**src/common/rom_pkg.sv**
```systemverilog
/* ROM subsystem shared types */

`default_nettype none

package rom_pkg;

    // SDRAM side, addressed in halfwords
    typedef logic [21:0] sdram_addr_t;
    typedef logic [31:0] sdram_word_t;

    // Client byte address as seen by a game CPU or layer
    typedef logic [15:0] rom_addr_t;

    typedef logic [1:0] client_idx_t;

    // Lower number wins arbitration
    localparam client_idx_t CLIENT_MAIN = 2'd0;
    localparam client_idx_t CLIENT_SND  = 2'd1;
    localparam client_idx_t CLIENT_CHAR = 2'd2;
    localparam int NUM_CLIENTS = 3;

    typedef struct packed {
        sdram_addr_t char_base;
        sdram_addr_t snd_base;
        sdram_addr_t main_base;
    } region_bases_t;

    localparam region_bases_t DEFAULT_BASES = '{
        char_base: 22'h008000,
        snd_base:  22'h006000,
        main_base: 22'h000000
    };

    // Slot to arbiter request, word_addr is even and region relative
    typedef struct packed {
        logic        req;
        sdram_addr_t word_addr;
    } fetch_req_t;

    typedef struct packed {
        logic        req;
        client_idx_t sel;
        sdram_addr_t base;
    } cfg_write_t;

    // PROM map in loader byte addresses, 256 bytes per PROM
    localparam logic [21:0] PROM_START = 22'h030000;
    localparam int NUM_PROMS = 6;
    typedef logic [NUM_PROMS-1:0] prom_we_t;

    // Game reset tail after the download ends
    localparam int RESET_TAIL = 2;
    localparam int TAIL_W = $clog2(RESET_TAIL + 1);
    typedef logic [TAIL_W-1:0] tail_cnt_t;

endpackage

`default_nettype wire

```
**src/rom_fetch/rom_client_slot.sv**
```systemverilog
/* One-word ROM cache slot */

`timescale 1ns/10ps
`default_nettype none

module rom_client_slot #(
    parameter type data_t = logic [7:0]
) (
    input  logic                 clk,
    input  logic                 reset,
    input  logic                 cs,
    input  rom_pkg::rom_addr_t   addr,
    output data_t                data,
    output logic                 ok,
    output rom_pkg::fetch_req_t  fetch,
    input  logic                 fetch_ack,
    input  rom_pkg::sdram_word_t fetch_data
);

    rom_pkg::sdram_addr_t half_addr;
    rom_pkg::sdram_addr_t word_addr;
    rom_pkg::sdram_addr_t tag;
    rom_pkg::sdram_addr_t req_addr;
    rom_pkg::sdram_word_t cache_word;
    logic [15:0]          half_sel;
    logic                 valid;
    logic                 hit;
    logic                 req_q;
    logic                 load;
    logic                 start;

    // Byte clients address halfword addr/2, halfword clients use addr as is
    generate
        if ($bits(data_t) == 8) begin : g_byte
            assign half_addr = {7'd0, addr[15:1]};
            assign data      = addr[0] ? half_sel[15:8] : half_sel[7:0];
        end else begin : g_half
            assign half_addr = {6'd0, addr};
            assign data      = half_sel;
        end
    endgenerate

    // Tag drops the halfword bit
    assign word_addr = {half_addr[21:1], 1'b0};
    assign half_sel  = half_addr[0] ? cache_word[31:16] : cache_word[15:0];

    // Hit shows in the same cycle as the address
    assign hit = valid && (tag == word_addr);
    assign ok  = cs && hit;

    assign load  = req_q && fetch_ack;
    // New miss only once the previous handshake has fully closed
    assign start = !req_q && !fetch_ack && cs && !hit;

    assign fetch = '{req: req_q, word_addr: req_addr};

    always_ff @(posedge clk) begin
        if (reset) begin
            req_q <= 1'b0;
            valid <= 1'b0;
        end else if (load) begin
            req_q <= 1'b0;
            valid <= 1'b1;
        end else if (start) begin
            req_q <= 1'b1;
        end
    end

    always_ff @(posedge clk) begin
        if (start) begin
            req_addr <= word_addr;
        end
        if (load) begin
            cache_word <= fetch_data;
            tag        <= req_addr;
        end
    end

endmodule

`default_nettype wire

```
**src/rom_fetch/sdram_arbiter.sv**
```systemverilog
/* SDRAM read arbiter */

`timescale 1ns/10ps
`default_nettype none

module sdram_arbiter (
    input  logic                                          clk,
    input  logic                                          reset,
    input  logic                                          downloading,
    input  rom_pkg::region_bases_t                        bases,
    input  rom_pkg::fetch_req_t [rom_pkg::NUM_CLIENTS-1:0] fetch,
    output logic [rom_pkg::NUM_CLIENTS-1:0]               fetch_ack,
    output rom_pkg::sdram_word_t                          fetch_data,
    output logic                                          sdram_req,
    output rom_pkg::sdram_addr_t                          sdram_addr,
    input  logic                                          sdram_ack,
    input  logic                                          data_rdy,
    input  rom_pkg::sdram_word_t                          data_read,
    output logic                                          refresh_en,
    output logic                                          rom_ready
);

    typedef enum logic [1:0] {
        ST_IDLE,
        ST_REQ,
        ST_WAIT,
        ST_ACK
    } state_t;

    state_t               state;
    rom_pkg::client_idx_t grant;
    rom_pkg::client_idx_t pick;
    rom_pkg::tail_cnt_t   tail_cnt;
    logic                 any_req;
    logic                 start;
    logic                 done;

    function automatic rom_pkg::sdram_addr_t base_of(
        input rom_pkg::region_bases_t b,
        input rom_pkg::client_idx_t   idx
    );
        case (idx)
            rom_pkg::CLIENT_MAIN: return b.main_base;
            rom_pkg::CLIENT_SND:  return b.snd_base;
            rom_pkg::CLIENT_CHAR: return b.char_base;
            default:              return '0;
        endcase
    endfunction

    // Fixed priority, lowest index wins
    always_comb begin
        pick    = rom_pkg::CLIENT_MAIN;
        any_req = 1'b0;
        for (int i = rom_pkg::NUM_CLIENTS - 1; i >= 0; i--) begin
            if (fetch[i].req) begin
                pick    = rom_pkg::client_idx_t'(i);
                any_req = 1'b1;
            end
        end
    end

    // rom_ready falls one cycle late, so downloading itself also blocks
    assign start = (state == ST_IDLE) && any_req && rom_ready && !downloading;
    assign done  = (state == ST_WAIT) && data_rdy;

    assign refresh_en = (state != ST_REQ) && (state != ST_WAIT);

    always_ff @(posedge clk) begin
        if (reset) begin
            state     <= ST_IDLE;
            grant     <= rom_pkg::CLIENT_MAIN;
            sdram_req <= 1'b0;
            fetch_ack <= '0;
        end else begin
            case (state)
                ST_IDLE: if (start) begin
                    grant     <= pick;
                    sdram_req <= 1'b1;
                    state     <= ST_REQ;
                end
                ST_REQ: if (sdram_ack) begin
                    sdram_req <= 1'b0;
                    state     <= ST_WAIT;
                end
                ST_WAIT: if (data_rdy) begin
                    fetch_ack[grant] <= 1'b1;
                    state            <= ST_ACK;
                end
                // Hold ack until the slot drops its request
                ST_ACK: if (!fetch[grant].req) begin
                    fetch_ack <= '0;
                    state     <= ST_IDLE;
                end
                default: state <= ST_IDLE;
            endcase
        end
    end

    always_ff @(posedge clk) begin
        if (start) begin
            sdram_addr <= base_of(bases, pick) + fetch[pick].word_addr;
        end
        if (done) begin
            fetch_data <= data_read;
        end
    end

    // Same tail rule as the game reset
    always_ff @(posedge clk) begin
        if (reset || downloading) begin
            tail_cnt  <= rom_pkg::tail_cnt_t'(rom_pkg::RESET_TAIL);
            rom_ready <= 1'b0;
        end else begin
            if (tail_cnt != 0) begin
                tail_cnt <= tail_cnt - 1'b1;
            end
            rom_ready <= (tail_cnt <= 1);
        end
    end

endmodule

`default_nettype wire

```
**src/logic/rom_download.sv**
```systemverilog
/* Loader write decoder and game reset */

`timescale 1ns/10ps
`default_nettype none

module rom_download (
    input  logic                 clk,
    input  logic                 reset,
    input  logic                 downloading,
    input  logic [21:0]          ioctl_addr,
    input  logic [7:0]           ioctl_data,
    input  logic                 ioctl_wr,
    output rom_pkg::sdram_addr_t prog_addr,
    output logic [7:0]           prog_data,
    output logic [1:0]           prog_mask,
    output logic                 prog_we,
    output rom_pkg::prom_we_t    prom_we,
    output logic                 game_rst
);

    logic [21:0]        prom_off;
    logic               is_prom;
    rom_pkg::prom_we_t  prom_dec;
    rom_pkg::tail_cnt_t tail_cnt;

    assign is_prom  = ioctl_addr >= rom_pkg::PROM_START;
    assign prom_off = ioctl_addr - rom_pkg::PROM_START;

    // 256-byte blocks from PROM_START, anything past the last PROM is dropped
    always_comb begin
        prom_dec = '0;
        if (is_prom && (prom_off[21:8] < 14'(rom_pkg::NUM_PROMS))) begin
            prom_dec[prom_off[10:8]] = 1'b1;
        end
    end

    always_ff @(posedge clk) begin
        if (reset) begin
            prog_we <= 1'b0;
            prom_we <= '0;
        end else begin
            prog_we <= ioctl_wr && !is_prom;
            prom_we <= ioctl_wr ? prom_dec : '0;
        end
    end

    // Set mask bit means the lane is kept, even bytes go to the low lane
    always_ff @(posedge clk) begin
        if (ioctl_wr) begin
            prog_data <= ioctl_data;
            prog_mask <= ioctl_addr[0] ? 2'b01 : 2'b10;
            prog_addr <= is_prom ? {14'd0, ioctl_addr[7:0]} : {1'b0, ioctl_addr[21:1]};
        end
    end

    // Reset tail counted from the end of the download
    always_ff @(posedge clk) begin
        if (reset || downloading) begin
            tail_cnt <= rom_pkg::tail_cnt_t'(rom_pkg::RESET_TAIL);
            game_rst <= 1'b1;
        end else begin
            if (tail_cnt != 0) begin
                tail_cnt <= tail_cnt - 1'b1;
            end
            game_rst <= (tail_cnt > 1);
        end
    end

endmodule

`default_nettype wire

```
**src/logic/region_cfg.sv**
```systemverilog
/* Region base registers */

`timescale 1ns/10ps
`default_nettype none

module region_cfg (
    input  logic                   clk,
    input  logic                   reset,
    input  rom_pkg::cfg_write_t    cfg,
    output logic                   cfg_ack,
    output rom_pkg::region_bases_t bases
);

    logic take;

    // One write per handshake, taken on the first cycle of req
    assign take = cfg.req && !cfg_ack;

    always_ff @(posedge clk) begin
        if (reset) begin
            cfg_ack <= 1'b0;
        end else if (take) begin
            cfg_ack <= 1'b1;
        end else if (!cfg.req) begin
            cfg_ack <= 1'b0;
        end
    end

    // Index 3 is acknowledged but has no register
    always_ff @(posedge clk) begin
        if (reset) begin
            bases <= rom_pkg::DEFAULT_BASES;
        end else if (take) begin
            case (cfg.sel)
                rom_pkg::CLIENT_MAIN: bases.main_base <= cfg.base;
                rom_pkg::CLIENT_SND:  bases.snd_base  <= cfg.base;
                rom_pkg::CLIENT_CHAR: bases.char_base <= cfg.base;
                default: begin
                end
            endcase
        end
    end

endmodule

`default_nettype wire

```
**src/logic/rom_subsys_top.sv**
```systemverilog
/* ROM subsystem top */

`timescale 1ns/10ps
`default_nettype none

module rom_subsys_top (
    input  logic                 clk,
    input  logic                 reset,
    // Loader
    input  logic                 downloading,
    input  logic [21:0]          ioctl_addr,
    input  logic [7:0]           ioctl_data,
    input  logic                 ioctl_wr,
    output rom_pkg::sdram_addr_t prog_addr,
    output logic [7:0]           prog_data,
    output logic [1:0]           prog_mask,
    output logic                 prog_we,
    output rom_pkg::prom_we_t    prom_we,
    // Region configuration
    input  rom_pkg::cfg_write_t  cfg,
    output logic                 cfg_ack,
    // Game clients
    input  logic                 main_cs,
    input  rom_pkg::rom_addr_t   main_addr,
    output logic [7:0]           main_data,
    output logic                 main_ok,
    input  logic                 snd_cs,
    input  rom_pkg::rom_addr_t   snd_addr,
    output logic [7:0]           snd_data,
    output logic                 snd_ok,
    input  logic                 char_cs,
    input  rom_pkg::rom_addr_t   char_addr,
    output logic [15:0]          char_data,
    output logic                 char_ok,
    // SDRAM
    output logic                 sdram_req,
    output rom_pkg::sdram_addr_t sdram_addr,
    input  logic                 sdram_ack,
    input  logic                 data_rdy,
    input  rom_pkg::sdram_word_t data_read,
    output logic                 refresh_en,
    output logic                 rom_ready,
    output logic                 game_rst
);

    rom_pkg::region_bases_t                         bases;
    rom_pkg::fetch_req_t [rom_pkg::NUM_CLIENTS-1:0] fetch_bus;
    logic [rom_pkg::NUM_CLIENTS-1:0]                fetch_ack;
    rom_pkg::sdram_word_t                           fetch_data;

    rom_download download_i (
        .clk         (clk),
        .reset       (reset),
        .downloading (downloading),
        .ioctl_addr  (ioctl_addr),
        .ioctl_data  (ioctl_data),
        .ioctl_wr    (ioctl_wr),
        .prog_addr   (prog_addr),
        .prog_data   (prog_data),
        .prog_mask   (prog_mask),
        .prog_we     (prog_we),
        .prom_we     (prom_we),
        .game_rst    (game_rst)
    );

    region_cfg cfg_i (
        .clk     (clk),
        .reset   (reset),
        .cfg     (cfg),
        .cfg_ack (cfg_ack),
        .bases   (bases)
    );

    sdram_arbiter arbiter_i (
        .clk         (clk),
        .reset       (reset),
        .downloading (downloading),
        .bases       (bases),
        .fetch       (fetch_bus),
        .fetch_ack   (fetch_ack),
        .fetch_data  (fetch_data),
        .sdram_req   (sdram_req),
        .sdram_addr  (sdram_addr),
        .sdram_ack   (sdram_ack),
        .data_rdy    (data_rdy),
        .data_read   (data_read),
        .refresh_en  (refresh_en),
        .rom_ready   (rom_ready)
    );

    rom_client_slot #(.data_t(logic [7:0])) main_slot_i (
        .clk        (clk),
        .reset      (reset),
        .cs         (main_cs),
        .addr       (main_addr),
        .data       (main_data),
        .ok         (main_ok),
        .fetch      (fetch_bus[rom_pkg::CLIENT_MAIN]),
        .fetch_ack  (fetch_ack[rom_pkg::CLIENT_MAIN]),
        .fetch_data (fetch_data)
    );

    rom_client_slot #(.data_t(logic [7:0])) snd_slot_i (
        .clk        (clk),
        .reset      (reset),
        .cs         (snd_cs),
        .addr       (snd_addr),
        .data       (snd_data),
        .ok         (snd_ok),
        .fetch      (fetch_bus[rom_pkg::CLIENT_SND]),
        .fetch_ack  (fetch_ack[rom_pkg::CLIENT_SND]),
        .fetch_data (fetch_data)
    );

    // Character layer reads halfwords
    rom_client_slot #(.data_t(logic [15:0])) char_slot_i (
        .clk        (clk),
        .reset      (reset),
        .cs         (char_cs),
        .addr       (char_addr),
        .data       (char_data),
        .ok         (char_ok),
        .fetch      (fetch_bus[rom_pkg::CLIENT_CHAR]),
        .fetch_ack  (fetch_ack[rom_pkg::CLIENT_CHAR]),
        .fetch_data (fetch_data)
    );

endmodule

`default_nettype wire

```
**config.mk**
```make
export PLATFORM = sky130hd
export DESIGN_NAME = rom_subsys_top
export DESIGN_NICKNAME = d
export VERILOG_FILES = /design/src/common/rom_pkg.sv /design/src/rom_fetch/rom_client_slot.sv /design/src/rom_fetch/sdram_arbiter.sv /design/src/logic/rom_download.sv /design/src/logic/region_cfg.sv /design/src/logic/rom_subsys_top.sv
export SDC_FILE = /design/constraint.sdc
export NUM_CORES = 1
export LEC_CHECK = 0
export BUFFER_PORTS_ARGS = -buffer_cell sky130_fd_sc_hd__buf_2
export CAP_MARGIN = 40
export CORE_AREA = 5 5 175 177
export DETAILED_ROUTE_END_ITERATION = 8
export DIE_AREA = 0 0 180 182
export GPL_TIMING_DRIVEN = 0
export MAX_ROUTING_LAYER = met4
export PLACE_DENSITY = 0.8
export SLEW_MARGIN = 15
export SYNTH_ARGS = -nofsm -noshare
export SYNTH_HDL_FRONTEND = slang
export SYNTH_SLANG_ARGS = --single-unit
export TNS_END_PERCENT = 20
```
**constraint.sdc**
```tcl
create_clock -name clk -period 3.4 [get_ports clk]
set_input_delay 0.68 -clock clk [delete_from_list [all_inputs] [get_ports clk]]
set_output_delay 0.68 -clock clk [all_outputs]
set_load 0.005 [all_outputs]
```
# After elaboration in Yosys (flattened, before gate mapping)
# Index checks and enable logic that the tools add are counted.
[word_totals]
regBits = 362
in_bits = 144
out_inout_bits = 101
[classes]
add_sub_neg = 4
n_lt_le_gt_ge = 9
n_eq_ne = 17
muxes = 36
n_bitwise = 3
n_reduce_logical = 59
[op_table]
columns = ["op", "count"]
rows = [
  ["binary-select mux 23 bit (select 2 bit)", 2],
  ["one-hot mux 22 bit (3 select lines)", 1],
  ["two-way mux 16 bit", 3],
  ["two-way mux 22 bit", 2],
  ["== test 14 bit", 2],
  ["logical AND 1 bit", 28],
  ["two-way mux 8 bit", 3],
  ["two-way mux 23 bit", 1],
  ["adder 22 bit", 1],
  ["greater-or-equal comparator 22 x 18 -> 1 bit (second input constant)", 1],
  ["subtractor 22 x 18 -> 22 bit (second input constant)", 1],
  ["two-way mux 2 bit", 8],
  ["== test 15 bit", 1],
  ["less-than comparator 14 x 3 -> 1 bit (second input constant)", 1],
  ["logical NOT 1 bit", 12],
  ["two-way mux 1 bit", 9],
  ["== test 2 bit (second input constant)", 4],
  ["inequality test 2 bit (second input constant)", 4],
  ["one-hot mux 2 bit (4 select lines)", 1],
  ["AND reduction 2 bit", 4],
  ["nonzero test 2 bit", 4],
  ["== test 2 x 1 -> 1 bit (second input constant)", 3],
  ["logical NOT 2 bit", 3],
  ["less-than comparator 2 x 3 -> 1 bit (second input constant)", 2],
  ["19 further kinds", 27],
]

# Longest topological paths before layout
[depth]
ltp_word = 8
ltp_mapped = 15
depth_no_buf = 13

# By module
# From an unflattened synthesis, not the netlist that was laid out.
[unflattened]
cells_unflattened = 1095
area_unflattened_um2 = 15343.5
[modules_own_cells]
columns = ["module", "n_inst", "cells_per_inst", "area_each_um2"]
rows = [
  ["rom_client_slot at main_slot_i ...", 2, 109, 2307.2],
  ["sdram_arbiter", 1, 417, 4137.7],
  ["region_cfg", 1, 250, 2717.6],
  ["rom_client_slot at char_slot_i", 1, 120, 2372.3],
  ["rom_download", 1, 90, 1501.4],
]

# Worst setup path before layout
# Ideal clock, no wire load.
[synth_path]
kind = "register to register"
start = "reg char_slot_i.req_q"
end = "reg arbiter_i.sdram_addr[19] (data pin)"
setup_time_ps = 261
arrival_time_ps = 2993
required_ps = 3139
path_slack_ps = 146
stages_incl_launch_ff = 16
path_buffers = 2
synth_period_minus_slack_ps = 3254
cell_sequence = "dfxtp_1 -> clkbuf_1 -> inv_1 -> nor2_1 -> clkbuf_1 -> a22oi_1 -> o21ai_1 -> ha_1 -> inv_1 -> fa_1 -> nand2b_1 -> a21o_1 -> a31oi_1 -> o21ai_1 -> nor3_1 -> xnor2_1"
[synth_between]
elab_chain_len = 7
word_cells_on_any_way = 11
[synth_lines]
columns = ["item", "line_no", "rtl"]
rows = [
  ["start, declared", "rom_client_slot.sv:28", "logic req_q;"],
  ["start signal, assigned", "rom_client_slot.sv:59", "req_q <= 1'b0;"],
  ["start signal, assigned", "rom_client_slot.sv:62", "req_q <= 1'b0;"],
  ["start signal, assigned", "rom_client_slot.sv:65", "req_q <= 1'b1;"],
  ["two-way mux 2 bit (*) (3 in series)", "sdram_arbiter.sv:55", "if (fetch[i].req) begin"],
  ["== test 2 bit (tied with other cells)", "sdram_arbiter.sv:42", "case (idx)"],
  ["one-hot mux 22 bit (3 select lines)", "sdram_arbiter.sv:42", ""],
  ["two-way mux 22 bit", "sdram_arbiter.sv:100", "if (start) begin"],
  ["adder 22 bit (*)", "sdram_arbiter.sv:101", "sdram_addr <= base_of(bases, pick) + fetch[pick].word_addr;"],
  ["end signal, assigned", "sdram_arbiter.sv:101", ""],
  ["end, declared", "sdram_arbiter.sv:15", "output rom_pkg::sdram_addr_t sdram_addr,"],
]
# Mark *: on every way between the ends. The rest lies on a longest branch, timed or not. The select of a mux whose other input is x is not followed.
# A chain may end at the register's enable or synchronous reset.

# Worst setup path after layout
# Same ends and word-level chain as after synthesis.

==> flow_metrics.py <==
metrics = {
    "pwr": {
        "p_int_mw": 7.99,
        "p_comb_share_pct": 8.5,
        "p_total_mw": 10.2,
        "p_sw_mw": 2.22,
        "p_sw_share_pct": 21.7,
        "power.leakage_nw": 6.41,
        "powerDensity_mw_per_mm2": 582,
        "peakVddDrop_uv": 321,
        "p_seq_share_pct": 48.6,
        "clockPowerShare_pct": 42.9,
    },
    "min_path": {
        "hp-class": "primary input to flip-flop",
    },
    "place": {
        "place_congestion": 0.881,
        "dpl_worst_slack_ns": -0.858,
        "placed_area_mm2": 0.0161,
        "io_buffer_count": 238,
        "place_inst": 1698,
        "dp_hpwl_um": 25900,
    },
    "sta": {
        "hold_viol": 0,
        "fin_skew_ns": 0.0181,
        "maxSlewHeadroom_pct": 46.7,
        "setup_violations": 0,
        "period_minus_slack_ns": 3.27,
        "timing.hold.ws_ns": 0.356,
        "clock.fmax_ghz": 0.306,
        "slew_viol_final": 0,
        "setup_slack_ns": 0.132,
        "fin_tns_setup_ns": 0,
        "worst_pin_slew_ns": 0.800,
        "fin_crit_sh_pct": 96.1,
        "rsz0062_at_grt": "true",
    },
    "die": {
        "die_w_um": 180,
        "die_h_um": 182,
        "io_pins": 245,
        "core_area_mm2": 0.0291,
        "rows": 63,
        "start_util_pct": 48.9,
        "die_area_mm2": 0.0328,
    },
    "clock_tree": {
        "path_clk_slew_ns": 0.06,
        "hold_buffers": 0,
        "cts_buffers": 37,
        "cts_max_level": 2,
        "clk_path_buf_depth": 3,
        "cts_tree": "yes",
        "cts_setup_buffers": 0,
        "root_buffer": "clkbuf_16",
        "clock_sinks": 361,
        "clock_latency_ns": 0.51,
    },
    "worst_setup_path": {
        "critPathMaxFanout": 10,
        "critical_path.max_stage_delay_ns": 0.40,
        "worstPathCellList": "buf_6, inv_1, nor2_4, buf_8, a22oi_1, o21ai_1, ha_2, inv_1, fa_1, nand2b_1, a21o_1, a31oi_4, o21ai_2, nor3_2, xnor2_1",
        "crit_type": "flip-flop to flip-flop",
        "crit_top_cell": "inv_1",
        "end_kind": "flip-flop",
        "cp_num_buf_inv": 4,
        "cp.arrival_ns": 3.52,
        "cpMaxStageDelayCell": "fa_1",
        "critPathTopFamily": "compound AO/OA/AOI/OAI gates",
        "cp.required_ns": 3.65,
        "critPathLaunchType": "flip-flop",
    },
    "logic_synthesis": {
        "synth_edf_count": 267,
        "postSynthAreaPerCell_um2": 13.4,
        "synthFlopType": "edfxtp_1",
        "synthArstFlopShare_pct": 0,
        "synth_cell_types": 55,
        "yosys_warnings": 0,
        "syn_area_mm2": 0.0142,
        "yosysSeqAreaShare_pct": 69.5,
        "postSynthCellCount": 1059,
        "yosys_register_bits": 361,
    },
    "layout": {
        "drive_above_1_share_pct": 28.3,
        "syn2layout_area_growth_pct": 23.2,
        "nNetsFinal": 1517,
        "layout_commonest_cell": "edfxtp_1",
        "finish.utilization_pct": 60.3,
        "fin_area_mm2": 0.0175,
        "final_cell_mix": "267 x edfxtp_1, 239 x buf_2, 177 x nand2_1",
        "finalNonFillerCells": 1767,
    },
    "route": {
        "vias": 9549,
        "viasPerCell": 5.40,
        "wl_per_cell_um": 19.9,
        "ant_nets": 0,
        "dr.first_iter.drc_count": 857,
        "post-route-drc-count": 0,
        "wl_um": 35200,
        "drt-pass1-iter-count": 5,
    },
    "flow_run": {
        "maxCapViolations": 0,
    },
    "global_routing": {
        "grt_max_degree": 34,
        "overflow": 0,
        "grt_pass1_vias": 9715,
        "track_usage_pct": 21.7,
        "antenna_found_initial": 3,
        "grt_pass1_wl_um": 54100,
    },
    "outcome": {
        "status": "complete, no violations",
    },
}
-- timing repair --
item	4_1_cts	5_1_grt
setup endpoints to repair	14	9
pin swaps	0	3
resized for setup	23	18
-- layer usage --
layer	track usage, %	part of all wire, %	vias up
met5	-	0	-
met4	4.91	2.2	0
met3	3.69	7.2	54
met2	37.3	51	423
met1	27.2	40	4622
li1	-	-	4450
-- state kept, by name (all words and copies together), names as in the netlist, 21 cells and up --
| name | count |
|---|---|
| arbiter_i.fetch_data | 32 |
| arbiter_i.sdram_addr | 22 |
| cfg_i.bases | 66 |
| char_slot_i.cache_word | 32 |
| download_i.prog_addr | 21 |
| main_slot_i.cache_word | 32 |
| snd_slot_i.cache_word | 32 |
-- power by group through the flow --
| stage | registers [mW] | logic, mW | clock network, mW |
|---|---|---|---|
| 3_3_place_gp | 5.05 | 0.802 | 0 |
| 6_report | 4.96 | 0.873 | 4.37 |
| 4_1_cts | 4.96 | 0.864 | 4.44 |
| 5_1_grt | 4.97 | 0.955 | 4.67 |
| 2_1_floorplan | 5.03 | 0.481 | 0 |
| 3_5_place_dp | 5.05 | 0.840 | 0 |
-- path summary, 6_finish.rpt --
check                                                  startpoint                                  to  slack [ns]  cells past startpoint
worst max-delay path               char_slot_i.req_q$_SDFFE_PP0P_  arbiter_i.sdram_addr[19]$_DFFE_PP_        0.13                     15
worst min-delay path                                data_read[13]  arbiter_i.fetch_data[13]$_DFFE_PP_        0.36                      1
worst max register to register     char_slot_i.req_q$_SDFFE_PP0P_  arbiter_i.sdram_addr[19]$_DFFE_PP_        0.13                     15
worst min register to register  char_slot_i.req_addr[5]$_DFFE_PP_        char_slot_i.tag[5]$_DFFE_PP_        0.45                      0
-- area by class of cell --
class                      count  area [um2]
fill                        2233       11600
sequential                   361        9900
multi-input combinational    637        4210
timing repair buffer         246        1310
clock buffer                  41         982
tap                          390         488
clock inverter                23         339
buffer                        46         219
inverter                      19        71.3
antenna                        4        10.0
-- cell families (layout without fill, tap and decap cells) --
| logic type | Yosys count | after routing | share of synthesized area [%] |
|---|---|---|---|
| flip-flops | 361 | 361 | 69.5 |
| AND/OR/NAND/NOR | 309 | 309 | 9.78 |
| AO/OA/AOI/OAI | 193 | 193 | 8.18 |
| buffers and inverters | 65 | 375 | 1.75 |
| XOR/XNOR | 62 | 62 | 3.82 |
| multiplexers | 43 | 43 | 4.65 |
| adder cells (fa/ha/maj) | 25 | 25 | 2.25 |
| other | 1 | 9 | 0.0263 |
-- synthesized netlist by cell type, types with 4 or more instances --
| master | instances | area (um2) |
|---|---|---|
| nand2b_1 | 8 | 50.1 |
| nand2_1 | 177 | 664 |
| o21ai_1 | 33 | 165 |
| and2_1 | 16 | 100 |
| mux2_2 | 25 | 282 |
| inv_1 | 19 | 71.3 |
| a21oi_1 | 92 | 460 |
| a21o_1 | 7 | 52.6 |
| nor2_1 | 39 | 146 |
| a31oi_1 | 4 | 25.0 |
| xnor2_1 | 56 | 490 |
| edfxtp_1 | 267 | 8020 |
| nand3_1 | 8 | 40.0 |
| nor3_1 | 18 | 90.1 |
| mux4_2 | 16 | 360 |
| nor2b_1 | 5 | 31.3 |
| ha_1 | 24 | 300 |
| clkbuf_1 | 40 | 150 |
| dfxtp_1 | 94 | 1880 |
| xor2_1 | 6 | 52.6 |
| nand4_1 | 11 | 68.8 |
| buf_1 | 4 | 15.0 |
| a22oi_1 | 32 | 240 |
| or4_1 | 5 | 37.5 |
No activity file was read; power rests on OpenSTA's default activity.
